==> src/hdl/lincrypt_pkg.sv <==
package lincrypt_pkg;

    localparam int DES_STAGES = 17;         // input register + 16 rounds

    typedef logic [63:0] count_t;           // hit count, wide enough for any region width

    typedef struct packed {
        logic        valid;
        logic [31:0] l;                     // left half
        logic [31:0] r;                     // right half
    } des_state_t;

    typedef struct packed {
        logic   done;                       // level, held until restart
        count_t count;
    } lane_result_t;

    // tables use des bit numbering, bit 1 is the msb
    localparam byte unsigned IP_TAB [64] = '{
        58, 50, 42, 34, 26, 18, 10,  2, 60, 52, 44, 36, 28, 20, 12,  4,
        62, 54, 46, 38, 30, 22, 14,  6, 64, 56, 48, 40, 32, 24, 16,  8,
        57, 49, 41, 33, 25, 17,  9,  1, 59, 51, 43, 35, 27, 19, 11,  3,
        61, 53, 45, 37, 29, 21, 13,  5, 63, 55, 47, 39, 31, 23, 15,  7
    };

    localparam byte unsigned FP_TAB [64] = '{
        40,  8, 48, 16, 56, 24, 64, 32, 39,  7, 47, 15, 55, 23, 63, 31,
        38,  6, 46, 14, 54, 22, 62, 30, 37,  5, 45, 13, 53, 21, 61, 29,
        36,  4, 44, 12, 52, 20, 60, 28, 35,  3, 43, 11, 51, 19, 59, 27,
        34,  2, 42, 10, 50, 18, 58, 26, 33,  1, 41,  9, 49, 17, 57, 25
    };

    localparam byte unsigned E_TAB [48] = '{
        32,  1,  2,  3,  4,  5,  4,  5,  6,  7,  8,  9,  8,  9, 10, 11,
        12, 13, 12, 13, 14, 15, 16, 17, 16, 17, 18, 19, 20, 21, 20, 21,
        22, 23, 24, 25, 24, 25, 26, 27, 28, 29, 28, 29, 30, 31, 32,  1
    };

    localparam byte unsigned P_TAB [32] = '{
        16,  7, 20, 21, 29, 12, 28, 17,  1, 15, 23, 26,  5, 18, 31, 10,
         2,  8, 24, 14, 32, 27,  3,  9, 19, 13, 30,  6, 22, 11,  4, 25
    };

    // one nibble per entry, row * 16 + column, entry 0 in the top nibble
    localparam logic [255:0] SBOX [8] = '{
        256'hE4D12FB83A6C5907_0F74E2D1A6CB9538_41E8D62BFC973A50_FC8249175B3EA06D,
        256'hF18E6B34972DC05A_3D47F28EC01A69B5_0E7BA4D158C6932F_D8A13F42B67C05E9,
        256'hA09E63F51DC7B428_D70934A6285ECBF1_D6498F30B12C5AE7_1AD069874FE3B52C,
        256'h7DE3069A1285BC4F_D8B56F03472C1AE9_A690CB7DF13E5284_3F06A1D8945BC72E,
        256'h2C417AB6853FD0E9_EB2C47D150FA3986_421BAD78F9C5630E_B8C71E2D6F09A453,
        256'hC1AF92680D34E75B_AF427C9561DE0B38_9EF528C3704A1DB6_432C95FABE17608D,
        256'h4B2EF08D3C975A61_D0B7491AE35C2F86_14BDC37EAF680592_6BD814A7950FE23C,
        256'hD2846FB1A93E50C7_1FD8A374C56B0E92_7B419CE206ADF358_21E74A8DFC90356B
    };

    function automatic logic [63:0] des_ip(input logic [63:0] x);
        logic [63:0] y;
        for (int i = 0; i < 64; i++) begin
            y[63 - i] = x[64 - IP_TAB[i]];
        end
        return y;
    endfunction

    function automatic logic [63:0] des_fp(input logic [63:0] x);
        logic [63:0] y;
        for (int i = 0; i < 64; i++) begin
            y[63 - i] = x[64 - FP_TAB[i]];
        end
        return y;
    endfunction

    // feistel function: expand, key mix, s-boxes, p permutation
    function automatic logic [31:0] des_f(input logic [31:0] r, input logic [47:0] k);
        logic [47:0] e;
        logic [5:0]  six;
        logic [5:0]  idx;
        logic [31:0] s_out;
        logic [31:0] f;
        for (int i = 0; i < 48; i++) begin
            e[47 - i] = r[32 - E_TAB[i]];
        end
        e = e ^ k;
        for (int s = 0; s < 8; s++) begin
            six = e[47 - 6 * s -: 6];
            idx = {six[5], six[0], six[4:1]};       // outer bits pick the row
            s_out[31 - 4 * s -: 4] = SBOX[s][255 - 4 * int'(idx) -: 4];
        end
        for (int i = 0; i < 32; i++) begin
            f[31 - i] = s_out[32 - P_TAB[i]];
        end
        return f;
    endfunction

    function automatic logic mask_parity(input logic [63:0] x, input logic [63:0] mask);
        return ^(x & mask);
    endfunction

endpackage

==> src/hdl/count_collector.sv <==
`timescale 1ns/1ns

module count_collector import lincrypt_pkg::*; #(
    parameter int LANES = 4
) (
    input  logic                    clk,
    input  logic                    rst_n,
    input  logic                    restart,
    input  logic                    lane_start,
    input  lane_result_t [LANES-1:0] lane_results,
    output logic                    busy,
    output count_t                  total_count,
    output logic                    done
);

    logic   all_done;
    count_t sum;

    always_comb begin
        all_done = 1'b1;
        sum      = '0;
        for (int i = 0; i < LANES; i++) begin
            all_done = all_done && lane_results[i].done;
            sum      = sum + lane_results[i].count;
        end
    end

    always_ff @(posedge clk) begin
        if (!rst_n || restart) begin
            busy        <= 1'b0;
            done        <= 1'b0;
            total_count <= '0;
        end else begin
            if (lane_start) busy <= 1'b1;  // stays set past done, until restart
            if (all_done && !done) begin
                total_count <= sum;         // lane counts are frozen by now
                done        <= 1'b1;
            end
        end
    end

endmodule

==> config.mk <==
export PLATFORM = sky130hd
export DESIGN_NAME = count_collector
export DESIGN_NICKNAME = d
export VERILOG_FILES = /design/src/hdl/lincrypt_pkg.sv /design/src/hdl/count_collector.sv
export SDC_FILE = /design/constraint.sdc
export NUM_CORES = 1
export LEC_CHECK = 0
export BUFFER_PORTS_ARGS = -buffer_cell sky130_fd_sc_hd__buf_2
export CORE_MARGIN = 2
export CORE_UTILIZATION = 57
export DETAILED_ROUTE_END_ITERATION = 7
export GPL_ROUTABILITY_DRIVEN = 0
export MAX_ROUTING_LAYER = met4
export PLACE_DENSITY_LB_ADDON = 0.1
export SLEW_MARGIN = 15
export SYNTH_ARGS = -nofsm -noshare
export SYNTH_HDL_FRONTEND = slang
export SYNTH_SLANG_ARGS = --single-unit
==> constraint.sdc <==
create_clock -name clk -period 7 [get_ports clk]
set_input_delay 0 -clock clk [delete_from_list [all_inputs] [get_ports clk]]
set_output_delay 0 -clock clk [all_outputs]
set_load 0.05 [all_outputs]
# Word-level counts from Yosys, hierarchy flattened
# Index checks and enable logic that the tools add are counted.
classes:
  add_sub_neg: 3
  n_reduce_logical: 7
ops:
  columns: ["op", "count"]
  rows:
  - ["64-bit adder", 3]
  - ["1-bit logical AND", 4]
  - ["1-bit zero test", 2]
  - ["1-bit logical OR", 1]
word_totals:
  regBits: 66
  out_inout_bits: 66

# Depth between registers and ports, before layout
logic_depth:
  word_depth: 4
  mapped_depth: 16
  ltp_nobuf: 15

# Worst setup path before layout
# Ideal clock, no wire load.
synth_timing:
  kind: "in2reg"
  startpoint: "input lane_results[21] in the netlist's numbering"
  endpoint: "register total_count[62]"
  stages: 16
  t_arrival_ns: 3.154
  setup_time_ns: 0.122
  required_ns: 6.878
  path_slack_ns: 3.724
  n_path_buf: 1
  cell_sequence: "inv_1 > fa_1 > fa_1 > inv_1 > ha_1 > buf_2 > nand4_1 > or3_1 > nor2_1 > o2111ai_1 > a21oi_2 > a31oi_4 > o21ai_4 > a21o_2 > a211oi_1 > nand3b_1"
synth_via:
  elab_chain_cells: 3
synth_rtl:
  columns: ["item", "line_no", "rtl"]
  rows:
  - ["start: declaration", "count_collector.sv:10", "input lane_result_t [LANES-1:0] lane_results,"]
  - ["64-bit adder (3 in series)", "count_collector.sv:24", "sum = sum + lane_results[i].count;"]
  - ["end signal: assignment", "count_collector.sv:36", "total_count <= sum;"]
  - ["end: declaration", "count_collector.sv:12", "output count_t total_count,"]
# No other way between the ends.
# A chain may end at the register's enable or synchronous reset.

# Worst setup path after layout
layout_timing:
  startpoint: "input lane_results[22] in the netlist's numbering"
  endpoint: "register total_count[56]"
# The elaborated chain is that of the path after synthesis.

==> results.md <==
* Status: finished clean
* Setup Viol. Count Final at 0
* Syn Inst Count at 1285
* Final period util at 50.46%
* Async S/R FF share, synth at 0%
* Worst-Margin Slew at 0.8153 ns
* Core area at 16640 µm²
* Cell Rows at 47
* Fin. max-slew vios at 0
* Largest family of logic cells by synthesized area: adder cells
* Nets at 2041
* Via density at 5.223
* Die ar. at 18180 µm²
* Synth cell types at 60
* Worst setup SP type: input port
* Starting Density at 58.61%
* Max_cap viols at 0
* N_diodes at 0
* Post-synth top cells: 355 x inv_1, 135 x nand2_1, 126 x fa_1
* Slew headroom at 45.64%
* Post-Synth Simple-Gate Area at 13.53%
* H-Tree Depth at 3
* Synth Area in XOR/XNOR at 4.579%
* Minimum clock period at 3.532 ns
* Synthesized area per cell at 7.591 µm²
* Clock network power share at 15.5%
* Sw Share at 48.20%
* Post-synthesis instance area at 9754 µm²
* Compound-Gate Fraction of Synth Area at 18.88%
* Max VDD drop at 117.1 µV
* Fmax at 0.2831 GHz
* CTS tree: yes
* Most common cell in the netlist: inv_1
* Critical Path AT at 3.74 ns
* Post-CTS Setup Bufs at 0
* Combinational fraction of design power at 70.2%
* CP endpoint kind: flop
* Fraction of layout cells with a size suffix above 1 at 22.80%
* Worst-case clock skew at 0.006506 ns
* Leak at 6.647 nW
* RSZ-0062 raised after global routing: no
* Largest net degree at the start of global routing at 72
* Die W at 134.8 µm
* Yosys warns at 0
* Worst hold path type: in -> reg
* DRT Pass-1 Iters at 5
* Post-Synth Adder-Cell Area at 33.94%
* Area growth syn-to-layout at 21.23%
* Share of the synthesized area in the top cell type at 25.86%
* Post-Syn Nets at 1738
* Chip height at 134.8 µm
* Antenna-violating nets left at 0
* # DRC at 0
* Core Util, Final at 71.05%
* Post_cts resized at 0
* CP Class: in -> reg
* Yosys reg bits at 66
* Sequential area share after synthesis at 13.55%
* Final setup TNS at 0 ns
* Switching power at 1.316 mW
* Worst-skew pair later-pin latency at 0.33 ns
* First-pass GRT wire length at 41600 µm
* Routed wire per std cell at 13.90 µm
* Sequential power share at 14.3%
* Clock Tree Buf Depth at 2
* I/O pin count at 330
* Post-Layout Cell Count at 1812
* Power Dens Cells at 230.9 nW/µm²
* Final HPWL DP at 21130 µm
* Largest cells by area after synthesis: fa_1 26%, inv_1 14%, dfxtp_1 14%
* Placed Cells at 1796
* Main synth FF type: dfxtp_1
* Final instance area at 11830 µm²
* CP Max Fanout at 9
* Tot GR Track Use at 29.07%
* Gr ovfl total at 0
* Port bufs at 329
* Final Hold Fails at 0
* Initial antenna violation count at 0
* Initial DRC Count at 501
* # clock sinks at 66
* Post-synthesis mux area share at 0.1026%
* Root buf cell: clkbuf_16
* Total vias in the final route at 9464
* Total CTS buffers at 9
* Power Internal at 1.415 mW
* Crit path required time at 7.21 ns
* Post-synth EDFFs at 0
* Area after DPL at 11540 µm²
* Vias in the first global route at 9156
* Cell accounting for the most synthesized area: fa_1
* Clock Pin Slew Worst Setup and Hold Paths at 0.05 ns
* Post-Route WL at 25190 µm
metrics by stage:
step / power (mW) / hold slack, ns / setup slack [ns]
after floorplan: 1.850 / 0.1158 / 3.724
after detailed placement: 2.287 / 0.2236 / 3.167
final: 2.731 / 0.09851 / 3.468
after global routing: 2.993 / 0.1429 / 3.220
after global placement: 2.267 / 0.2098 / 3.228
after CTS: 2.722 / 0.09743 / 3.510
layout by cell type, fill, tap and decap left out, types with 12 or more instances in the layout:
cell type,n
ha_1,63
a31oi_1,12
o21bai_1,15
a21o_1,34
nand4_1,21
and3_1,12
inv_1,355
o21ai_0,35
dfxtp_1,66
nand3_1,29
o21ai_1,16
fa_1,126
nor3_1,12
nand2_1,135
xor2_1,21
a21oi_1,119
buf_2,329
xnor2_1,30
nor2_1,44
critical path: stages:
cell	delay [ns]
buf_2	0.07
inv_1	0.04
fa_1	0.50
fa_1	0.51
inv_1	0.04
ha_1	0.44
nand4_1	0.23
or3_1	0.44
nor2_1	0.11
o2111ai_1	0.21
a21oi_2	0.27
a31oi_4	0.16
o21ai_1	0.34
a21oi_1	0.14
xnor2_1	0.16
o21ai_1	0.07
sequential cells by signal, indices dropped and copies added, names as in the netlist:
name         cells
busy             1
done             1
total_count     64
kinds of logic (layout without fill, tap and decap cells):
| family | after synthesis | after routing |
|---|---|---|
| xor+xnor | 51 | 51 |
| mux | 1 | 1 |
| buf+inv | 397 | 704 |
| simple gates | 289 | 289 |
| flops | 66 | 66 |
| compound gates | 292 | 292 |
| fa+ha+maj | 189 | 189 |
routing by layer:
| layer | part of all wire (%) | track usage [%] | vias to the layer above |
|---|---|---|---|
| li1 | - | - | 4634 |
| met4 | 2.3 | 8.713 | 0 |
| met3 | 7.7 | 3.791 | 42 |
| met5 | 0 | - | - |
| met1 | 43 | 37.85 | 4395 |
| met2 | 47 | 47.63 | 393 |
repair_timing:
action / CTS / global route
hold buffers: 1 / 0
setup endpoints to repair: 0 / 0
endpoints found under the hold margin: 1 / 0
power groups by stage:
stage | clock network (mW) | logic, mW | registers (mW)
floorplan | 0 | 1.42 | 0.431
global placement | 0 | 1.87 | 0.398
detailed placement | 0 | 1.89 | 0.398
CTS | 0.429 | 1.90 | 0.390
global route | 0.443 | 2.16 | 0.391
finish | 0.423 | 1.92 | 0.390
cell type report:
class / instances / area, µm²
clock buffer: 12 / 256.5
tap: 220 / 275.3
sequential: 66 / 1321
timing repair buffer: 334 / 1687
multi-input combinational: 822 / 6938
clock inverter: 3 / 15.01
fill: 1429 / 4817
inverter: 355 / 1333
worst paths after layout:
kind	startpoint	endpoint	slack [ns]	cells after the start
setup / recovery	lane_results[22]	total_count[56]	3.47	16
hold / removal	lane_results[195]	total_count[0]	0.1	4
setup reg to reg	done	total_count[57]	4.94	4
hold reg to reg	total_count[15]	total_count[15]	0.45	2
Note: power is estimated with default switching activity, not from simulation.
