$ cat src/hdl/lincrypt_pkg.sv
package lincrypt_pkg;

    localparam int DES_STAGES = 17;         // input register + 16 rounds

    typedef logic [63:0] count_t;           // hit count, wide enough for any region width

    typedef struct packed {
        logic        valid;
        logic [31:0] l;                     // left half
        logic [31:0] r;                     // right half
    } des_state_t;

    typedef struct packed {
        logic   done;                       // level, held until restart
        count_t count;
    } lane_result_t;

    // tables use des bit numbering, bit 1 is the msb
    localparam byte unsigned IP_TAB [64] = '{
        58, 50, 42, 34, 26, 18, 10,  2, 60, 52, 44, 36, 28, 20, 12,  4,
        62, 54, 46, 38, 30, 22, 14,  6, 64, 56, 48, 40, 32, 24, 16,  8,
        57, 49, 41, 33, 25, 17,  9,  1, 59, 51, 43, 35, 27, 19, 11,  3,
        61, 53, 45, 37, 29, 21, 13,  5, 63, 55, 47, 39, 31, 23, 15,  7
    };

    localparam byte unsigned FP_TAB [64] = '{
        40,  8, 48, 16, 56, 24, 64, 32, 39,  7, 47, 15, 55, 23, 63, 31,
        38,  6, 46, 14, 54, 22, 62, 30, 37,  5, 45, 13, 53, 21, 61, 29,
        36,  4, 44, 12, 52, 20, 60, 28, 35,  3, 43, 11, 51, 19, 59, 27,
        34,  2, 42, 10, 50, 18, 58, 26, 33,  1, 41,  9, 49, 17, 57, 25
    };

    localparam byte unsigned E_TAB [48] = '{
        32,  1,  2,  3,  4,  5,  4,  5,  6,  7,  8,  9,  8,  9, 10, 11,
        12, 13, 12, 13, 14, 15, 16, 17, 16, 17, 18, 19, 20, 21, 20, 21,
        22, 23, 24, 25, 24, 25, 26, 27, 28, 29, 28, 29, 30, 31, 32,  1
    };

    localparam byte unsigned P_TAB [32] = '{
        16,  7, 20, 21, 29, 12, 28, 17,  1, 15, 23, 26,  5, 18, 31, 10,
         2,  8, 24, 14, 32, 27,  3,  9, 19, 13, 30,  6, 22, 11,  4, 25
    };

    // one nibble per entry, row * 16 + column, entry 0 in the top nibble
    localparam logic [255:0] SBOX [8] = '{
        256'hE4D12FB83A6C5907_0F74E2D1A6CB9538_41E8D62BFC973A50_FC8249175B3EA06D,
        256'hF18E6B34972DC05A_3D47F28EC01A69B5_0E7BA4D158C6932F_D8A13F42B67C05E9,
        256'hA09E63F51DC7B428_D70934A6285ECBF1_D6498F30B12C5AE7_1AD069874FE3B52C,
        256'h7DE3069A1285BC4F_D8B56F03472C1AE9_A690CB7DF13E5284_3F06A1D8945BC72E,
        256'h2C417AB6853FD0E9_EB2C47D150FA3986_421BAD78F9C5630E_B8C71E2D6F09A453,
        256'hC1AF92680D34E75B_AF427C9561DE0B38_9EF528C3704A1DB6_432C95FABE17608D,
        256'h4B2EF08D3C975A61_D0B7491AE35C2F86_14BDC37EAF680592_6BD814A7950FE23C,
        256'hD2846FB1A93E50C7_1FD8A374C56B0E92_7B419CE206ADF358_21E74A8DFC90356B
    };

    function automatic logic [63:0] des_ip(input logic [63:0] x);
        logic [63:0] y;
        for (int i = 0; i < 64; i++) begin
            y[63 - i] = x[64 - IP_TAB[i]];
        end
        return y;
    endfunction

    function automatic logic [63:0] des_fp(input logic [63:0] x);
        logic [63:0] y;
        for (int i = 0; i < 64; i++) begin
            y[63 - i] = x[64 - FP_TAB[i]];
        end
        return y;
    endfunction

    // feistel function: expand, key mix, s-boxes, p permutation
    function automatic logic [31:0] des_f(input logic [31:0] r, input logic [47:0] k);
        logic [47:0] e;
        logic [5:0]  six;
        logic [5:0]  idx;
        logic [31:0] s_out;
        logic [31:0] f;
        for (int i = 0; i < 48; i++) begin
            e[47 - i] = r[32 - E_TAB[i]];
        end
        e = e ^ k;
        for (int s = 0; s < 8; s++) begin
            six = e[47 - 6 * s -: 6];
            idx = {six[5], six[0], six[4:1]};       // outer bits pick the row
            s_out[31 - 4 * s -: 4] = SBOX[s][255 - 4 * int'(idx) -: 4];
        end
        for (int i = 0; i < 32; i++) begin
            f[31 - i] = s_out[32 - P_TAB[i]];
        end
        return f;
    endfunction

    function automatic logic mask_parity(input logic [63:0] x, input logic [63:0] mask);
        return ^(x & mask);
    endfunction

endpackage

$ cat src/hdl/des_pipeline.sv
`timescale 1ns/1ns

module des_pipeline import lincrypt_pkg::*; #(
    parameter logic [767:0] ROUND_KEYS = '0     // round key 1 in the top 48 bits
) (
    input  logic        clk,
    input  logic        rst_n,
    input  logic        restart,
    input  logic [63:0] message,
    input  logic        in_valid,
    output des_state_t  out
);

    des_state_t  stage [DES_STAGES];    // stage 0 is the input register
    logic [63:0] ip_msg;
    logic [63:0] cipher;

    assign ip_msg = des_ip(message);

    always_ff @(posedge clk) begin
        stage[0].l <= ip_msg[63:32];
        stage[0].r <= ip_msg[31:0];
        if (!rst_n || restart) begin
            stage[0].valid <= 1'b0;
        end else begin
            stage[0].valid <= in_valid;
        end
    end

    for (genvar g = 0; g < DES_STAGES - 1; g++) begin : g_round
        des_round u_round (
            .clk       (clk),
            .rst_n     (rst_n),
            .restart   (restart),
            .round_key (ROUND_KEYS[767 - 48 * g -: 48]),   // round g+1
            .in        (stage[g]),
            .out       (stage[g + 1])
        );
    end

    // last round is not swapped, so undo it before fp
    assign cipher = des_fp({stage[DES_STAGES - 1].r, stage[DES_STAGES - 1].l});
    assign out    = {stage[DES_STAGES - 1].valid, cipher};

endmodule

$ cat src/hdl/des_round.sv
`timescale 1ns/1ns

module des_round import lincrypt_pkg::*; (
    input  logic        clk,
    input  logic        rst_n,
    input  logic        restart,
    input  logic [47:0] round_key,
    input  des_state_t  in,
    output des_state_t  out
);

    logic [31:0] f_out;     // feistel output for this round

    assign f_out = des_f(in.r, round_key);

    always_ff @(posedge clk) begin
        out.l <= in.r;                  // halves swap every round
        out.r <= in.l ^ f_out;
        // only the valid bit is control, halves are plain payload
        if (!rst_n || restart) begin
            out.valid <= 1'b0;
        end else begin
            out.valid <= in.valid;
        end
    end

endmodule

$ cat src/hdl/lincrypt_lane.sv
`timescale 1ns/1ns

module lincrypt_lane import lincrypt_pkg::*; #(
    parameter int           REGION_W   = 58,
    parameter logic [63:0]  MASK_I     = 64'h1,
    parameter logic [63:0]  MASK_O     = 64'h1,
    parameter logic [767:0] ROUND_KEYS = '0
) (
    input  logic                clk,
    input  logic                rst_n,
    input  logic                lane_start,
    input  logic                restart,
    input  logic [REGION_W-1:0] region,
    output lane_result_t        result
);

    typedef enum logic [1:0] {
        idle,
        working,
        finishing,      // last message issued, pipeline draining
        finished
    } lane_state_t;

    lane_state_t           state, next_state;
    logic [63:0]           message;
    logic                  msg_valid;
    logic                  msg_last;
    logic                  msg_start;
    des_state_t            cipher;
    logic                  cipher_valid_q;     // for the falling edge of output valid
    logic [DES_STAGES-1:0] parity_dly;         // input parity, aligned with the pipeline
    logic                  hit;
    count_t                count;

    assign msg_start = lane_start && (state == idle);  // ignored once a run is going

    message_counter_partial #(.REGION_W(REGION_W)) u_msg (
        .clk     (clk),
        .rst_n   (rst_n),
        .start   (msg_start),
        .restart (restart),
        .region  (region),
        .message (message),
        .valid   (msg_valid),
        .last    (msg_last)
    );

    des_pipeline #(.ROUND_KEYS(ROUND_KEYS)) u_des (
        .clk      (clk),
        .rst_n    (rst_n),
        .restart  (restart),
        .message  (message),
        .in_valid (msg_valid),
        .out      (cipher)
    );

    always_ff @(posedge clk) begin
        if (!rst_n || restart) begin
            state <= idle;
        end else begin
            state <= next_state;
        end
    end

    always_comb begin
        next_state = state;
        case (state)
            idle:      if (lane_start) next_state = working;
            working:   if (msg_last) next_state = finishing;
            finishing: if (cipher_valid_q && !cipher.valid) next_state = finished;
            finished:  next_state = finished;             // held until restart
            default:   next_state = idle;
        endcase
    end

    // pipeline never stalls, so a plain shift line keeps the parity in step
    always_ff @(posedge clk) begin
        parity_dly <= {parity_dly[DES_STAGES-2:0], mask_parity(message, MASK_I)};
    end

    assign hit = cipher.valid
        && (mask_parity({cipher.l, cipher.r}, MASK_O) ^ parity_dly[DES_STAGES-1]);

    always_ff @(posedge clk) begin
        if (!rst_n || restart) begin
            count          <= '0;
            cipher_valid_q <= 1'b0;
        end else begin
            cipher_valid_q <= cipher.valid;
            if (hit) count <= count + 1'b1;         // approximation holds as 1
        end
    end

    assign result.done  = (state == finished);
    assign result.count = count;

endmodule

$ cat src/hdl/message_counter_partial.sv
`timescale 1ns/1ns

module message_counter_partial #(
    parameter int REGION_W = 58
) (
    input  logic                clk,
    input  logic                rst_n,
    input  logic                start,
    input  logic                restart,
    input  logic [REGION_W-1:0] region,
    output logic [63:0]         message,
    output logic                valid,
    output logic                last
);

    localparam int IDX_W = 64 - REGION_W;  // message index bits within one region

    logic [REGION_W-1:0] region_q;
    logic [IDX_W-1:0]    index;

    always_ff @(posedge clk) begin
        if (!rst_n || restart) begin
            valid <= 1'b0;
        end else if (start) begin
            valid <= 1'b1;                  // first message on the next cycle
        end else if (last) begin
            valid <= 1'b0;
        end
    end

    always_ff @(posedge clk) begin
        if (start) begin
            region_q <= region;             // region held for the whole sweep
            index    <= '0;
        end else if (valid) begin
            index <= index + 1'b1;
        end
    end

    assign message = {region_q, index};
    assign last    = valid && (index == '1); // all ones is the final message

endmodule

$ cat config.mk
export PLATFORM = sky130hd
export DESIGN_NAME = lincrypt_lane
export DESIGN_NICKNAME = d
export VERILOG_FILES = /design/src/hdl/lincrypt_pkg.sv /design/src/hdl/des_pipeline.sv /design/src/hdl/des_round.sv /design/src/hdl/lincrypt_lane.sv /design/src/hdl/message_counter_partial.sv
export SDC_FILE = /design/constraint.sdc
export NUM_CORES = 2
export LEC_CHECK = 0
export BUFFER_PORTS_ARGS = -buffer_cell sky130_fd_sc_hd__buf_2
export CORE_ASPECT_RATIO = 1.5
export CORE_MARGIN = 2
export CORE_UTILIZATION = 62
export CTS_CLUSTER_DIAMETER = 40
export DETAILED_ROUTE_END_ITERATION = 6
export PLACE_DENSITY = 0.81
export SYNTH_ARGS = -nofsm -noshare
export SYNTH_HDL_FRONTEND = slang
export SYNTH_HIERARCHICAL = 1
export SYNTH_SLANG_ARGS = --single-unit
export TNS_END_PERCENT = 1
$ cat constraint.sdc
create_clock -name clk -period 8.7 [get_ports clk]
set_input_delay 1.305 -clock clk [delete_from_list [all_inputs] [get_ports clk]]
set_output_delay 1.305 -clock clk [all_outputs]
set_load 0.005 [all_outputs]
; ---- Yosys cells after proc, flatten, opt, wreduce, memory -nomap -nowiden
; Index checks and enable logic that the tools add are counted.
[word_totals]
inputBits = 62
wordCells = 357
regBits = 1174
out_inout_bits = 65
[op_classes]
mux = 6
eq_ne = 7
reduce_logical = 12
shifts = 128
n_bitwise = 17
addsub = 130
[ops]
columns = operator, n
row1 = $shiftx A259 B9 Y4 const A, 122
row2 = $sub A8 B8 Y9 const A, 128
row3 = $shiftx A259 B9 Y3 const A, 3
row4 = $shiftx A259 B9 Y2 const A, 2
row5 = $xor A32 B32 Y32, 15
row6 = $shiftx A259 B9 Y1 const A, 1
row7 = $reduce_xor A64 Y1, 2
row8 = $add A64 B1 Y64 const B, 1
row9 = $pmux W2 S4, 1
row10 = $xor A8 B8 Y8, 1
row11 = $add A6 B1 Y6 const B, 1
row12 = $eq A6 B6 Y1 const B, 1
row13 = $mux W2, 3
row14 = $ne A2 B2 Y1 const B, 3
row15 = $eq A2 B2 Y1 const B, 2
row16 = $logic_and A1 B1 Y1, 4
row17 = $reduce_and A3 Y1, 1
row18 = $eq A2 B1 Y1 const B, 1
row19 = $logic_not A1 Y1, 2
row20 = $logic_not A2 Y1, 1
row21 = $mux W1, 2
row22 = $reduce_bool A2 Y1, 1
row23 = $logic_or A1 B1 Y1, 1
row24 = $xor A1 B1 Y1, 1

; ---- Longest topological paths before layout
[depth]
ltp_word = 4
depth_mapped = 10
mapped_depth_nobuf = 9

; ---- By module
; Netlist, hierarchy kept.
[modules_own_cells]
columns = mod, n_inst, seq_area_each_um2, area_each_um2, cells_each
row1 = des_round (u_des.g_round[12].u_round ...), 13, 1301.2, 6696.4, 770
row2 = des_round (u_des.g_round[0].u_round ...), 2, 1301.2, 6741.5, 781
row3 = des_round (u_des.g_round[11].u_round), 1, 1301.2, 6613.8, 785
row4 = lincrypt_lane, 1, 1681.6, 3569.7, 401
row5 = message_counter_partial, 1, 1881.8, 2045.7, 92
row6 = des_pipeline, 1, 1301.2, 1313.8, 67

; ---- Worst setup path after synthesis
; Ideal clock, no wire load.
[synth_timing]
path_kind = input to register
start = in lane_start
end = reg u_msg.region_q[0] (enable)
setup_ns = 0.574
slack_ns = 2.257
arrival_ns = 5.869
cell_stages = 1
t_required_ns = 8.126
n_path_buf = 0
path_cell_list = nor3b_1
[synth_between]
elab_chain_len = 1
[synth_lines]
columns = element, line
row1 = from (decl), lincrypt_lane.sv:11  ; input logic lane_start,
row2 = $logic_and A1 B1 Y1, lincrypt_lane.sv:35  ; assign msg_start = lane_start && (state == idle);
row3 = to (signal assigned), message_counter_partial.sv:33  ; region_q <= region;
row4 = to (decl), message_counter_partial.sv:18  ; logic [REGION_W-1:0] region_q;
; No other way between the ends.
; A chain may end at the register's enable or synchronous reset.

; ---- Worst setup path after layout
[layout_timing]
start = reg u_des/g_round[7].u_round/out[28] (netlist name)
end = reg u_des/g_round[8].u_round/out[9] (netlist name)
[layout_between]
elab_chain_len = 3
[layout_lines]
columns = element, line
row1 = from (decl), des_round.sv:9  ; output des_state_t out
row2 = $sub A8 B8 Y9, lincrypt_pkg.sv:86  ; s_out[31 - 4 * s -: 4] = SBOX[s][255 - 4 * int'(idx) -: 4];
row3 = $shiftx A259 B9 Y4, lincrypt_pkg.sv:86
row4 = $xor A32 B32 Y32, des_round.sv:18  ; out.r <= in.l ^ f_out;
row5 = to (decl), des_round.sv:9
; No other way between the ends.

==> results.md <==
* Relative slew slack at 11.0%
* Routed Antenna Nets at 0
* Root Driver: clkbuf_16
* Fin. max-slew vios at 0
* Mapped Cells at 11600
* Number of global-route vias before repair at 86200
* Clock Pin Slew Worst Setup and Hold Paths at roughly 60 ps
* CTS buffer count at 160
* Starting DRT DRC Count at around 6800
* Worst-path cell chain: xor2_1, inv_1, ha_1, mux4_2, nand2_1, nand4_1, nand3_1, xor2_1
* Initial core utilization at between 60% and 70%
* Initial DRT Pass Iterations at 7
* Critical Path AT at between 3000 and 4000 ps
* Final Hold Fails at 0
* Crit-path slowest cell: xor2_1
* Area Growth Syn to Fin at 11.3%
* Worst Max-Slew Pin Slew at about 1300 ps
* Final Cycle Share at a little under two fifths
* Total negative slack at 0 ps
* CTS Hold Bufs at 0
* PostCTS Resize Cnt at 0
* Wire per inst at about 19 µm
* Routed via count at 90200
* GRT Total Usage at between 30% and 40%
* Hold Path Class: register to register
* Total clock sinks at 1100
* IO Count at 127
* Leading cell types in the layout, fill and taps excluded: conb_1, dfxtp_1, nand2_1
* Final Skew at 33.9 ps
* Share of post-route cells with drive strength above 1 at under 10%
* Critical path class: register to register
* Avg Inst Size Synth at a little under 9 µm²
* Setup crit start kind: register
* Port-buffer cells at roughly 130
* Gr busiest metal: met2
* Net count, final at between 10000 and 15000
* Grt ovf at 0
* Min Tclk post-route at 3230 ps
* Rows at roughly 180
* Buffers from clock root to sink, at most at 3
* Met1 usage in global routing at 31.1%
* Commonest non-fill, non-tap cell in the layout: conb_1
* Hpwl dp at approximately 210 mm
* Maxcap violations at 0
* First-pass GRT wire length at 449 mm
* Largest net degree at the start of global routing at 68
* Final setup fails at 0
* Status: finished with violations
* Critical Path Most Common Cell: xor2_1
* GR Util met3 at under 10%
* Setup bufs post-CTS at 0
* DRC violation count after routing at 9
* Clk_lat worst skew at roughly 800 ps
* Routability Congestion at 1.00
* Die Area at ~170000 µm²
* Synth Cell Area at 102000 µm²
* Fmax at roughly 310 MHz
* CP max stage delay at around 760 ps
* Met2 usage at 59.0%
* Std-Cell Core Area at about 160000 µm²
* CTS tree: built
* Synth Warn # at 6
* CP endpoint kind: register
* Violated checks: DRC
* Die Span X at 335 µm
* RSZ-0062 raised after global routing: no
* WP data required at 9390 ps
* Via density per instance at ~6
* Initial antenna violation count at 3
* Die height at roughly 500 µm
* # H-tree levels at 4
* Worst-path maximum fanout at 11
* DRT Wirelength at about 280 mm
[path summary, 6_finish.rpt]
path / startpoint / endpoint / slack [ps] / cells after the start
worst min-delay path: parity_dly[11] / parity_dly[12] / 320 / 0
worst max register to register: u_des/g_round[7].u_round/out[28] / u_des/g_round[8].u_round/out[9] / 5470 / 8
worst min register to register: parity_dly[11] / parity_dly[12] / 320 / 0
worst max-delay path: u_des/g_round[7].u_round/out[28] / u_des/g_round[8].u_round/out[9] / 5470 / 8
[layout make-up]
class / count / area (µm²)
fillers: 12800 / 50300
flip-flops and latches: 1100 / 22600
clock inverters: 116 / 1310
repair buffers: 274 / 1740
multi-input cells: 10400 / 78800
well taps: 2116 / 2650
clock buffers: 184 / 4290
diodes: 4 / 10.0
inverters: 533 / 2000
[flip-flops by register name (all words and copies together), names as in the netlist]
register,cells
parity_dly,17
u_msg/region_q,58
u_msg/index,6
cipher_valid_q,1
u_msg/valid,1
u_des/g_round.u_round/out,886
state,2
u_des/stage,65
count,64
[routing by layer]
metal	up-vias	wire length, µm
met5	-	0
met4	0	34600
met3	1083	12600
met2	3468	143000
met1	42700	94200
li1	43000	-
[critical path: cells and delay by family (launching register included)]
family / cells / cell delay (ps)
simple gates: 3 / 370
fa+ha+maj: 1 / 370
xor+xnor: 2 / 1080
mux: 1 / 460
buf+inv: 1 / 400
flops: 1 / 420
[stage by stage]
stage	worst slack [ps]	util, %	area (µm²)	cells	hold slack [ps]
after detailed placement	5490	65.8	108000	14400	313
after global placement	5520	65.8	108000	14400	312
after global routing	5280	69.3	113000	14700	324
final	5470	69.3	113000	14700	325
after floorplan	2260	-	106000	12600	310
after CTS	5500	69.3	113000	14700	323
Power is left out: the tool's default activity adds up to more than one toggle a clock period on the data nets, which glitch-free logic cannot reach.
