--- src/hdl/region_dispatch.sv ---
`timescale 1ns/1ns

module region_dispatch #(
    parameter int REGION_W = 58,
    parameter int LANES    = 4
) (
    input  logic                           clk,
    input  logic                           rst_n,
    input  logic                           start,
    input  logic                           restart,
    input  logic                           busy,
    input  logic [REGION_W-1:0]            base_region,
    output logic                           lane_start,
    output logic [LANES-1:0][REGION_W-1:0] lane_region
);

    logic accept;   // start taken only when nothing is running

    // lane_start also blocks, busy is one cycle late
    assign accept = start && !busy && !lane_start;

    always_ff @(posedge clk) begin
        if (!rst_n || restart) begin
            lane_start <= 1'b0;
        end else begin
            lane_start <= accept;           // one pulse shared by all lanes
        end
    end

    always_ff @(posedge clk) begin
        if (accept) begin
            for (int i = 0; i < LANES; i++) begin
                lane_region[i] <= base_region + REGION_W'(i);  // wraps mod 2^N
            end
        end
    end

endmodule

--- config.mk ---
export PLATFORM = sky130hd
export DESIGN_NAME = region_dispatch
export DESIGN_NICKNAME = d
export VERILOG_FILES = /design/src/hdl/region_dispatch.sv
export SDC_FILE = /design/constraint.sdc
export NUM_CORES = 1
export LEC_CHECK = 0
export BUFFER_PORTS_ARGS = -buffer_cell sky130_fd_sc_hd__buf_2
export CORE_MARGIN = 2
export CORE_UTILIZATION = 35
export CTS_CLUSTER_DIAMETER = 50
export CTS_CLUSTER_SIZE = 16
export DETAILED_ROUTE_END_ITERATION = 10
export PLACE_DENSITY_LB_ADDON = 0.25
export SETUP_SLACK_MARGIN = 0.3
export SLEW_MARGIN = 20
export SYNTH_ARGS = -nofsm -noshare
export SYNTH_HDL_FRONTEND = slang
export SYNTH_SLANG_ARGS = --single-unit
export TNS_END_PERCENT = 20
--- constraint.sdc ---
create_clock -name clk -period 46.4 [get_ports clk]
set_clock_uncertainty 0.05 [all_clocks]
set_input_delay 2.32 -clock clk [delete_from_list [all_inputs] [get_ports clk]]
set_output_delay 2.32 -clock clk [all_outputs]
set_load 0.02 [all_outputs]
== Word level (Yosys, flattened, before mapping) ==
Index checks and enable logic that the tools add are counted.
Cells by class
  add/subtract/negate cells: 3
  $mul: 0
  shift operators: 0
  reductions and logical operators: 6
  order comparisons: 0
  mux-type cells: 0
  bitwise logic cells: 0
  div/mod/pow operators: 0
  eq/ne operators: 0
Operators by type and width (number)
  adder 58 x 2 -> 58 bit (second input constant): 2
  adder 58 x 1 -> 58 bit (second input constant): 1
  zero test 1 bit: 3
  logical AND 1 bit: 2
  logical OR 1 bit: 1
Word-level totals
  output and inout bits: 233
  logic and storage cells: 14
  bits in read-only memories: 0
  bits in registers: 233
  memory bits (writable): 0
  latch bits: 0
  memories: 0
  bits of input ports: 63

== Logic depth before layout (Yosys ltp) ==
Gate-level depths: netlist (run 1).
  depth in word-level cells: 3
  mapped depth: 8
  mapped depth without buffers: 7

== Worst setup path before layout (run 1) ==
No wires, ideal clock.
  path type: in2reg
  start: input busy
  end: register lane_start
  required time: 46.204 ns
  path slack: 25.964 ns
  buffers on the path: 0
  stages: 2
  library setup time: 0.146 ns
  arrival time: 20.241 ns
  path through: nor3b_1 > and3b_1
On the way
  cells in the longest elaborated chain, start to end: 3
RTL lines
  start, declared: RTL line 11  | input logic busy,
  zero test 1 bit: RTL line 20  | assign accept = start && !busy && !lane_start;
  logical AND 1 bit (2 in a row): RTL line 20
  end signal, assigned: RTL line 26  | lane_start <= accept;
  end, declared: RTL line 13  | output logic lane_start,
Every way passes these cells.
A chain may end at the register's enable or synchronous reset.

== Final worst setup path (run 1) ==
  start: input base_region[11]
  end: register lane_region[88] (netlist name) (data pin)
On the way
  cells in the longest elaborated chain, start to end: 1
RTL lines
  start, declared: RTL line 12  | input logic [REGION_W-1:0] base_region,
  adder 58 x 1 -> 58 bit: RTL line 33  | lane_region[i] <= base_region + REGION_W'(i);
  end signal, assigned by index: RTL line 33
  end, declared: RTL line 14  | output logic [LANES-1:0][REGION_W-1:0] lane_region
Every way passes these cells.

==> results of run 1 <==
==> per-stage QoR <==
| step | util (%) | hold WS (ps) |
|---|---|---|
| 3_3_place_gp | 41.7 | 1060 |
| 6_report | 45.1 | 1020 |
| 5_1_grt | 45.1 | 1110 |
| 2_1_floorplan | - | 2370 |
| 4_1_cts | 45.0 | 1080 |
| 3_5_place_dp | 41.7 | 1060 |
==> where the power goes <==
group          switching [mW]  leakage [nW]  total (mW)  internal [mW]
combinational          0.0322          2.20      0.0454         0.0132
clock                  0.0986         0.467       0.219          0.121
sequential            0.00217          2.16       0.243          0.241
==> area by class of cell <==
type | count | area share [%]
clock buffers | 29 | 5.57
inverters | 6 | 0.173
clock inverters | 24 | 1.80
repair buffers | 303 | 12.0
well taps | 384 | 3.69
multi-input cells | 462 | 23.6
flip-flops and latches | 231 | 53.2
==> state kept, by name, summed over array words and instances (netlist names) <==
signal and flops:
lane_start 1, lane_region 230
==> layer usage <==
metal | up-vias | track usage (%) | routed length (um)
li1 | 3260 | - | -
met1 | 3419 | 24.8 | 12100
met2 | 323 | 30.3 | 13900
met3 | 47 | 4.42 | 2490
met4 | 0 | 5.65 | 840
met5 | - | 0 | 0
==> logic make-up (layout without fill, tap and decap cells) <==
| kind of cell | after synthesis | after routing | share of synthesized area [%] |
|---|---|---|---|
| simple gates | 290 | 290 | 15.1 |
| xor+xnor | 167 | 167 | 14.2 |
| buf+inv | 58 | 362 | 2.81 |
| fa+ha+maj | 4 | 4 | 0.487 |
| flops | 231 | 231 | 67.3 |
| compound gates | 1 | 1 | 0.0486 |
==> cell usage after synthesis, types with 2 or more instances <==
| master | n | area share (%) |
|---|---|---|
| or2_2 | 2 | 0.12 |
| and4_1 | 9 | 0.77 |
| nand2_1 | 77 | 2.8 |
| nand4_1 | 35 | 2.1 |
| buf_2 | 20 | 0.97 |
| and2_1 | 10 | 0.61 |
| and3b_1 | 3 | 0.26 |
| nor3b_1 | 2 | 0.15 |
| nor4_2 | 7 | 0.85 |
| inv_1 | 6 | 0.22 |
| nor2_1 | 53 | 1.9 |
| nor3_1 | 19 | 0.92 |
| and3_1 | 12 | 0.73 |
| nor4_1 | 16 | 0.97 |
| ha_1 | 4 | 0.49 |
| nand3_1 | 28 | 1.4 |
| nand4_2 | 2 | 0.24 |
| nand2b_1 | 4 | 0.24 |
| xor2_1 | 72 | 6.1 |
| buf_6 | 2 | 0.22 |
| or4_4 | 2 | 0.22 |
| xnor2_1 | 95 | 8.1 |
| edfxtp_1 | 230 | 67 |
| buf_4 | 7 | 0.51 |
| clkbuf_2 | 4 | 0.19 |
| clkbuf_1 | 18 | 0.66 |
| nand3_2 | 2 | 0.19 |
| or3_1 | 2 | 0.12 |
==> worst max path at each step <==
stage	end	slack (ps)	cells past startpoint
floorplan	lane_start	25960	2
global placement	lane_region[88]	41410	6
detailed placement	lane_region[88]	41440	6
CTS	lane_region[88]	42000	6
global route	lane_region[88]	41820	6
finish	lane_region[88]	42010	6
==> worst max-delay path: stages <==
cell and delay, ps:
buf_2 260, nand4_1 270, nor2_1 710, nand4_1 590
nor3_1 350, xor2_1 100
==> reports/metrics.yaml, run 1 <==
yosys.cell_types.count: 36
die_area_um2: 30800
layout_common_cells: "295 x buf_2, 230 x edfxtp_1, 95 x xnor2_1"
status: "completed"
maxSlewHeadroom_pct: 31.2
rr_worst_depth: 4
mostFrequentLayoutCell: "buf_2"
power.leakage_nw: 4.83
place_congestion: 0.841
setup_viol: 0
grt_pass1_wl_um: 43000
hold_path_class: "register to register"
syn_area_per_cell_um2: 13.7
p_per_area_nw_per_um2: 39.0
crit_fanout: 11
postCtsSetupBuffers: 0
grt_pass1_vias: 6794
fmax_ghz: 0.228
coreArea_um2: 28900
min_from: "lane_start"
holdPathStages: 2
area_growth_pct: 26.6
tightest_slew_ps: 1030
grt_use_total_pct: 18.7
synth_seq_area_share_pct: 67.3
synth_edf_count: 230
holdBufCountCts: 0
clockRootBuffer: "clkbuf_16"
crit_type: "input port to register"
cts_max_level: 1
r2r_end: "lane_region[169]"
wire_per_inst_um: 20.4
fin_cells: 1439
numCtsBuffers: 29
grt_setup_unrepaired: "false"
synthArstFlopShare_pct: 0
vias_per_cell: 4.90
io_buffers: 295
clock_latency_ps: 530
cp_data_arrival_time_ps: 4610
start_kind: "input port"
ys_ff_latch: 231
grt_antenna_before_repair: 0
r2r_slack_ps: 43850
finalWorstSetupSlack_ps: 42010
cts_sinks: 231
hold-path-endpoint: "lane_region[140]"
register_area_um2: 6930
netlist_area_um2: 10300
fin_area_um2: 13000
grt_overflow_total: 0
period_minus_slack_ps: 4390
antenna_cells: 0
synthFlopType: "edfxtp_1"
clockBufferDepth: 3
routed_wl_um: 29300
fp-row-count: 62
required_ps: 46620
critPathCaptureType: "register"
fill_cells: 2715
drive_above_1_share_pct: 35.5
dpl.hpwl_um: 22000
cp-startpoint: "base_region[11]"
vias: 7049
dr.pass1.iters: 7
synth_warnings: 0
syn_inst: 751
cts_resized: 0
dpl_worst_slack_ps: 41440
cts.clk_slew.worst_paths_ps: 60
die_h_um: 175
finalMaxSlewViolations: 0
drt_iter0_markers: 547
final_hold_viol_count: 0
nets: 1100
ant_nets: 0
ir_worst_vdd_mv: 0.0230
placed_area_um2: 12000
die-width_um: 175
drv_cap: 0
r2r-start: "lane_start"
dp.cells: 1385
timing.setup.tns_ps: 0
total_power_mw: 0.507
multiInputGateArea_um2: 3080
cts_tree: "done"
drc: 0
io_pins: 296
grt_max_degree: 86
fin_crit_sh_pct: 9.46
synth_fp_nets: 818
initial_core_util_pct: 35.6
Note: power is estimated with default switching activity, not from simulation.
==> run 2, diff against run 1 <==
==> constraint.sdc (replaced) <==
create_clock -name clk -period 4.2 [get_ports clk]
set_clock_uncertainty 0.05 [all_clocks]
set_input_delay 0.21 -clock clk [delete_from_list [all_inputs] [get_ports clk]]
set_output_delay 0.21 -clock clk [all_outputs]
set_load 0.02 [all_outputs]
==> reports/metrics.yaml, run 2 (same netlist as run 1, synthesis figures left out) <==
drc: 0  # unchanged
clockRootBuffer: "clkbuf_16"
clockBufferDepth: 3  # unchanged
crit_fanout: 11  # unchanged
maxSlewHeadroom_pct: 23.7  # -7.5 points
clock_latency_ps: 540  # about the same
grt_setup_unrepaired: "false"
grt_overflow_total: 0  # unchanged
hold_path_class: "input port to register"
mostFrequentLayoutCell: "buf_2"
ir_worst_vdd_mv: 0.303  # +1200%
drv_cap: 0  # unchanged
area_growth_pct: 33.8
tightest_slew_ps: 1140  # +113 ps
io_pins: 296  # unchanged
layout_common_cells: "295 x buf_2, 230 x edfxtp_1, 95 x xnor2_1"
postCtsSetupBuffers: 0  # unchanged
start_kind: "input port"
finalMaxSlewViolations: 0  # unchanged
grt_max_degree: 185  # +120%
fp-row-count: 62  # unchanged
holdBufCountCts: 57  # +57
final_hold_viol_count: 0  # unchanged
vias: 7186  # +1.9%
r2r-start: "lane_start"
cts_max_level: 1  # unchanged
setup_viol: 0  # unchanged
io_buffers: 295  # unchanged
wire_per_inst_um: 20.1  # -1.4%
vias_per_cell: 4.80  # -2.0%
drive_above_1_share_pct: 33.6  # -1.8 points
cts_resized: 0  # unchanged
cts_sinks: 231  # unchanged
required_ps: 4440  # -42180 ps
grt_pass1_wl_um: 44000  # +2.2%
grt_use_total_pct: 19.2  # +0.51 points
crit_type: "input port to register"
dr.pass1.iters: 4  # -3
cts_tree: "done"
grt_antenna_before_repair: 0  # unchanged
die-width_um: 175  # unchanged
fin_crit_sh_pct: 72.4
min_from: "base_region[39]"
coreArea_um2: 28900  # unchanged
multiInputGateArea_um2: 3080  # +0.20%
dpl.hpwl_um: 21800  # -1.1%
cp-startpoint: "base_region[11]"
nets: 1157  # +5.2%
finalCoreUtilization_pct: 47.7  # +2.6 points
fmax_ghz: 0.329
numCtsBuffers: 31  # +6.9%
top_regs: "lane_region: 230 flops, lane_start: 1 flops"
largest_register_ffs: 230  # unchanged
cts.clk_slew.worst_paths_ps: 60  # about the same
cp_data_arrival_time_ps: 3280  # -1330 ps
power.leakage_nw: 5.15  # +6.6%
die_h_um: 175  # unchanged
p_per_area_nw_per_um2: 442  # +1000%
initial_core_util_pct: 35.6  # unchanged
drt_iter0_markers: 488  # -11%
top_register: "lane_region"
register_area_um2: 6930  # about the same
critPathCaptureType: "register"
fill_cells: 2633  # -3.0%
antenna_cells: 0  # unchanged
period_minus_slack_ps: 3040
timing.setup.tns_ps: 0  # unchanged
place_congestion: 0.844  # +0.40%
grt_pass1_vias: 7100  # +4.5%
ant_nets: 0  # unchanged
status: "completed"
die_area_um2: 30800  # unchanged
routed_wl_um: 30100  # +2.6%
==> run 2: path summary, 6_finish.rpt <==
path	depth (start not counted)	slack [ps]	endpoint
worst max-delay path	7	1160	lane_region[146]
worst max register to register	4	2200	lane_start
worst min-delay path	1	10	lane_region[39]
worst min register to register	2	870	lane_region[56]
==> run 2: cell type report <==
cell class,count,area share [%]
Clock inverter,25,2.67
Inverter,6,0.164
Sequential cell,231,50.3
Timing Repair Buffer,358,15.3
Tap cell,384,3.49
Multi-Input combinational cell,462,22.4
Clock buffer,31,5.64
==> run 2: worst max-delay path, stage by stage <==
cell and delay (ps):
dlygate4sd3_1 520, buf_2 280, nand4_1 290, nor2_1 800, nand4_1 650, nor3_1 400, xor2_1 120
==> run 2: metal layers <==
| layer | track usage [%] | vias to the layer above | routed length [um] |
|---|---|---|---|
| met5 | 0 | - | 0 |
| li1 | - | 3378 | - |
| met2 | 31.8 | 299 | 14300 |
| met1 | 25.2 | 3475 | 12800 |
| met4 | 5.30 | 0 | 650 |
| met3 | 4.55 | 34 | 2280 |
==> run 2: stage by stage <==
stage / cells / total power, mW / cell area (um^2) / setup slack (ps) / hold slack [ps]
floorplan: 751 / 3.06 / 10300 / -2480 / 259
global placement: 1384 / 3.23 / 12100 / 1180 / 407
detailed placement: 1384 / 3.24 / 12100 / 1150 / 403
CTS: 1497 / 6.16 / 13800 / 1200 / 7.55
global route: 1497 / 6.28 / 13800 / 1070 / 11.4
finish: 1497 / 6.09 / 13800 / 1160 / 10.5
==> run 2: report_power, final <==
group,total [mW],internal [mW],switching [mW]
clock,2.86,1.76,1.10
sequential,2.68,2.66,0.0245
combinational,0.541,0.179,0.362
total,6.09,4.60,1.49
==> run 3, diff against run 2 <==
==> constraint.sdc (replaced) <==
create_clock -name clk -period 2.8 [get_ports clk]
set_clock_uncertainty 0.05 [all_clocks]
set_input_delay 0.14 -clock clk [delete_from_list [all_inputs] [get_ports clk]]
set_output_delay 0.14 -clock clk [all_outputs]
set_load 0.02 [all_outputs]
==> reports/metrics.yaml, run 3 (same netlist as run 1, synthesis figures left out) <==
status: "completed"
antenna_cells: 0  # unchanged
tightest_slew_ps: 732  # -413 ps
setup_viol: 0  # unchanged
ant_nets: 0  # unchanged
period_minus_slack_ps: 2350
finalMaxSlewViolations: 0  # unchanged
fp-row-count: 62  # unchanged
placed_area_um2: 12200  # +1.3%
maxSlewHeadroom_pct: 50.8  # +27 points
drv_cap: 0  # unchanged
place_congestion: 0.818  # -3.1%
dp.cells: 1403  # +1.4%
grt_pass1_wl_um: 44500  # +1.2%
routed_wl_um: 30800  # +2.4%
numCtsBuffers: 30  # -3.2%
grt_use_total_pct: 19.5  # +0.29 points
dpl.hpwl_um: 22200  # +2.1%
clockRootBuffer: "clkbuf_16"
r2r_end: "lane_start"
cts.clk_slew.worst_paths_ps: 70  # about the same
cts_sinks: 231  # unchanged
total_power_mw: 8.77  # +44%
vias_per_cell: 4.83  # +0.52%
drc: 0  # unchanged
required_ps: 3060  # -1380 ps
hold_path_class: "input port to register"
start_kind: "input port"
fin_crit_sh_pct: 83.8
register_area_um2: 6930  # unchanged
fmax_ghz: 0.426
top_regs: "lane_region: 230 flops, lane_start: 1 flops"
wire_per_inst_um: 20.3  # +1.1%
die_area_um2: 30800  # unchanged
grt_overflow_total: 0  # unchanged
cp_data_arrival_time_ps: 2610  # -670 ps
cts_tree: "done"
grt_setup_unrepaired: "true"
area_growth_pct: 34.7
ir_worst_vdd_mv: 0.394  # +30%
clockBufferDepth: 3  # unchanged
drt_iter0_markers: 500  # +2.5%
die-width_um: 175  # unchanged
fin_cells: 1516  # +1.3%
grt_antenna_before_repair: 1  # +1
clock_latency_ps: 550  # about the same
crit_type: "input port to register"
critPathCaptureType: "register"
fin_area_um2: 13900  # +0.64%
die_h_um: 175  # unchanged
grt_max_degree: 120  # -35%
mostFrequentLayoutCell: "buf_2"
top_register: "lane_region"
cts_max_level: 1  # unchanged
io_pins: 296  # unchanged
coreArea_um2: 28900  # unchanged
p_per_area_nw_per_um2: 633  # +43%
layout_common_cells: "295 x buf_2, 230 x edfxtp_1, 95 x xnor2_1"
nets: 1177  # +1.7%
io_buffers: 295  # unchanged
final_hold_viol_count: 0  # unchanged
r2r_slack_ps: 820  # -1380 ps
vias: 7315  # +1.8%
cp-startpoint: "base_region[24]"
rr_worst_depth: 4  # unchanged
drive_above_1_share_pct: 34.7  # +1.1 points
power.leakage_nw: 5.21  # +1.2%
fill_cells: 2670  # +1.4%
multiInputGateArea_um2: 3090  # +0.20%
initial_core_util_pct: 35.6  # unchanged
r2r-start: "lane_start"
crit_fanout: 9  # -2
largest_register_ffs: 230  # unchanged
dr.pass1.iters: 5  # +1
grt_pass1_vias: 7195  # +1.3%
crit_end: "lane_region[224]"
[run 3: changes by cell type in the layout (fill, tap and decap cells not counted), sizes merged]
| cell | previous run | this run |
|---|---|---|
| buf | 301 | 320 |
| bufinv | 6 | 1 |
| dlygate4sd3 | 57 | 59 |
| clkbuf | 31 | 32 |
| clkinv | 12 | 13 |
| clkinvlp | 0 | 1 |
[run 3: where the power goes]
group          switching (mW)  internal, mW
Sequential             0.0393          3.99
Combinational           0.547         0.276
Clock                    1.70          2.22
[run 3: critical path, cell delays in order]
cell and delay, ps:
dlygate4sd3_1 520, buf_2 270, nand4_2 290, nor4_2 450
or4b_1 590, nand2b_1 210, xnor2_1 120
[run 3: final cells by class]
type,count,area share (%)
timing repair buffer,379,16.5
clock inverter,22,1.95
sequential,231,50.0
tap,384,3.47
multi-input combinational,462,22.3
clock buffer,32,5.63
inverter,6,0.163
[run 3: layer usage]
metal,routed length [um],up-vias,GRT usage (%),share of wire (%)
li1,-,3420,-,-
met1,13200,3524,25.5,43
met2,14400,309,32.1,47
met3,2320,62,4.55,7.5
met4,884,0,6.20,2.9
met5,0,-,0,0
[run 3: worst min-delay path by stage]
stage	depth (start not counted)	slack [ps]	end	startpoint
final	2	60	lane_region[23]	base_region[23]
after global routing	2	50	lane_region[23]	base_region[23]
after CTS	2	40	lane_region[23]	base_region[23]
after detailed placement	1	340	lane_region[51]	base_region[51]
after global placement	1	340	lane_region[51]	base_region[51]
after floorplan	0	190	lane_region[0]	base_region[0]
[run 3: timing repair]
action | 4_1_cts | 5_1_grt
setup endpoints to repair | 0 | 10
hold buffers | 59 | 0
gates resized for setup | 0 | 1
endpoints found under the hold margin | 188 | 0
setup buffers | 0 | 0
[run 3: stage by stage]
| stage | util [%] | setup TNS (ps) | worst slack, ps | hold WS [ps] |
|---|---|---|---|---|
| detailed placement | 42.3 | 0 | 366 | 339 |
| floorplan | - | -890780 | -3880 | 189 |
| global route | 48.0 | 0 | 272 | 46.8 |
| finish | 48.0 | 0 | 454 | 61.4 |
| global placement | 42.3 | 0 | 393 | 337 |
| CTS | 48.0 | 0 | 421 | 36.9 |
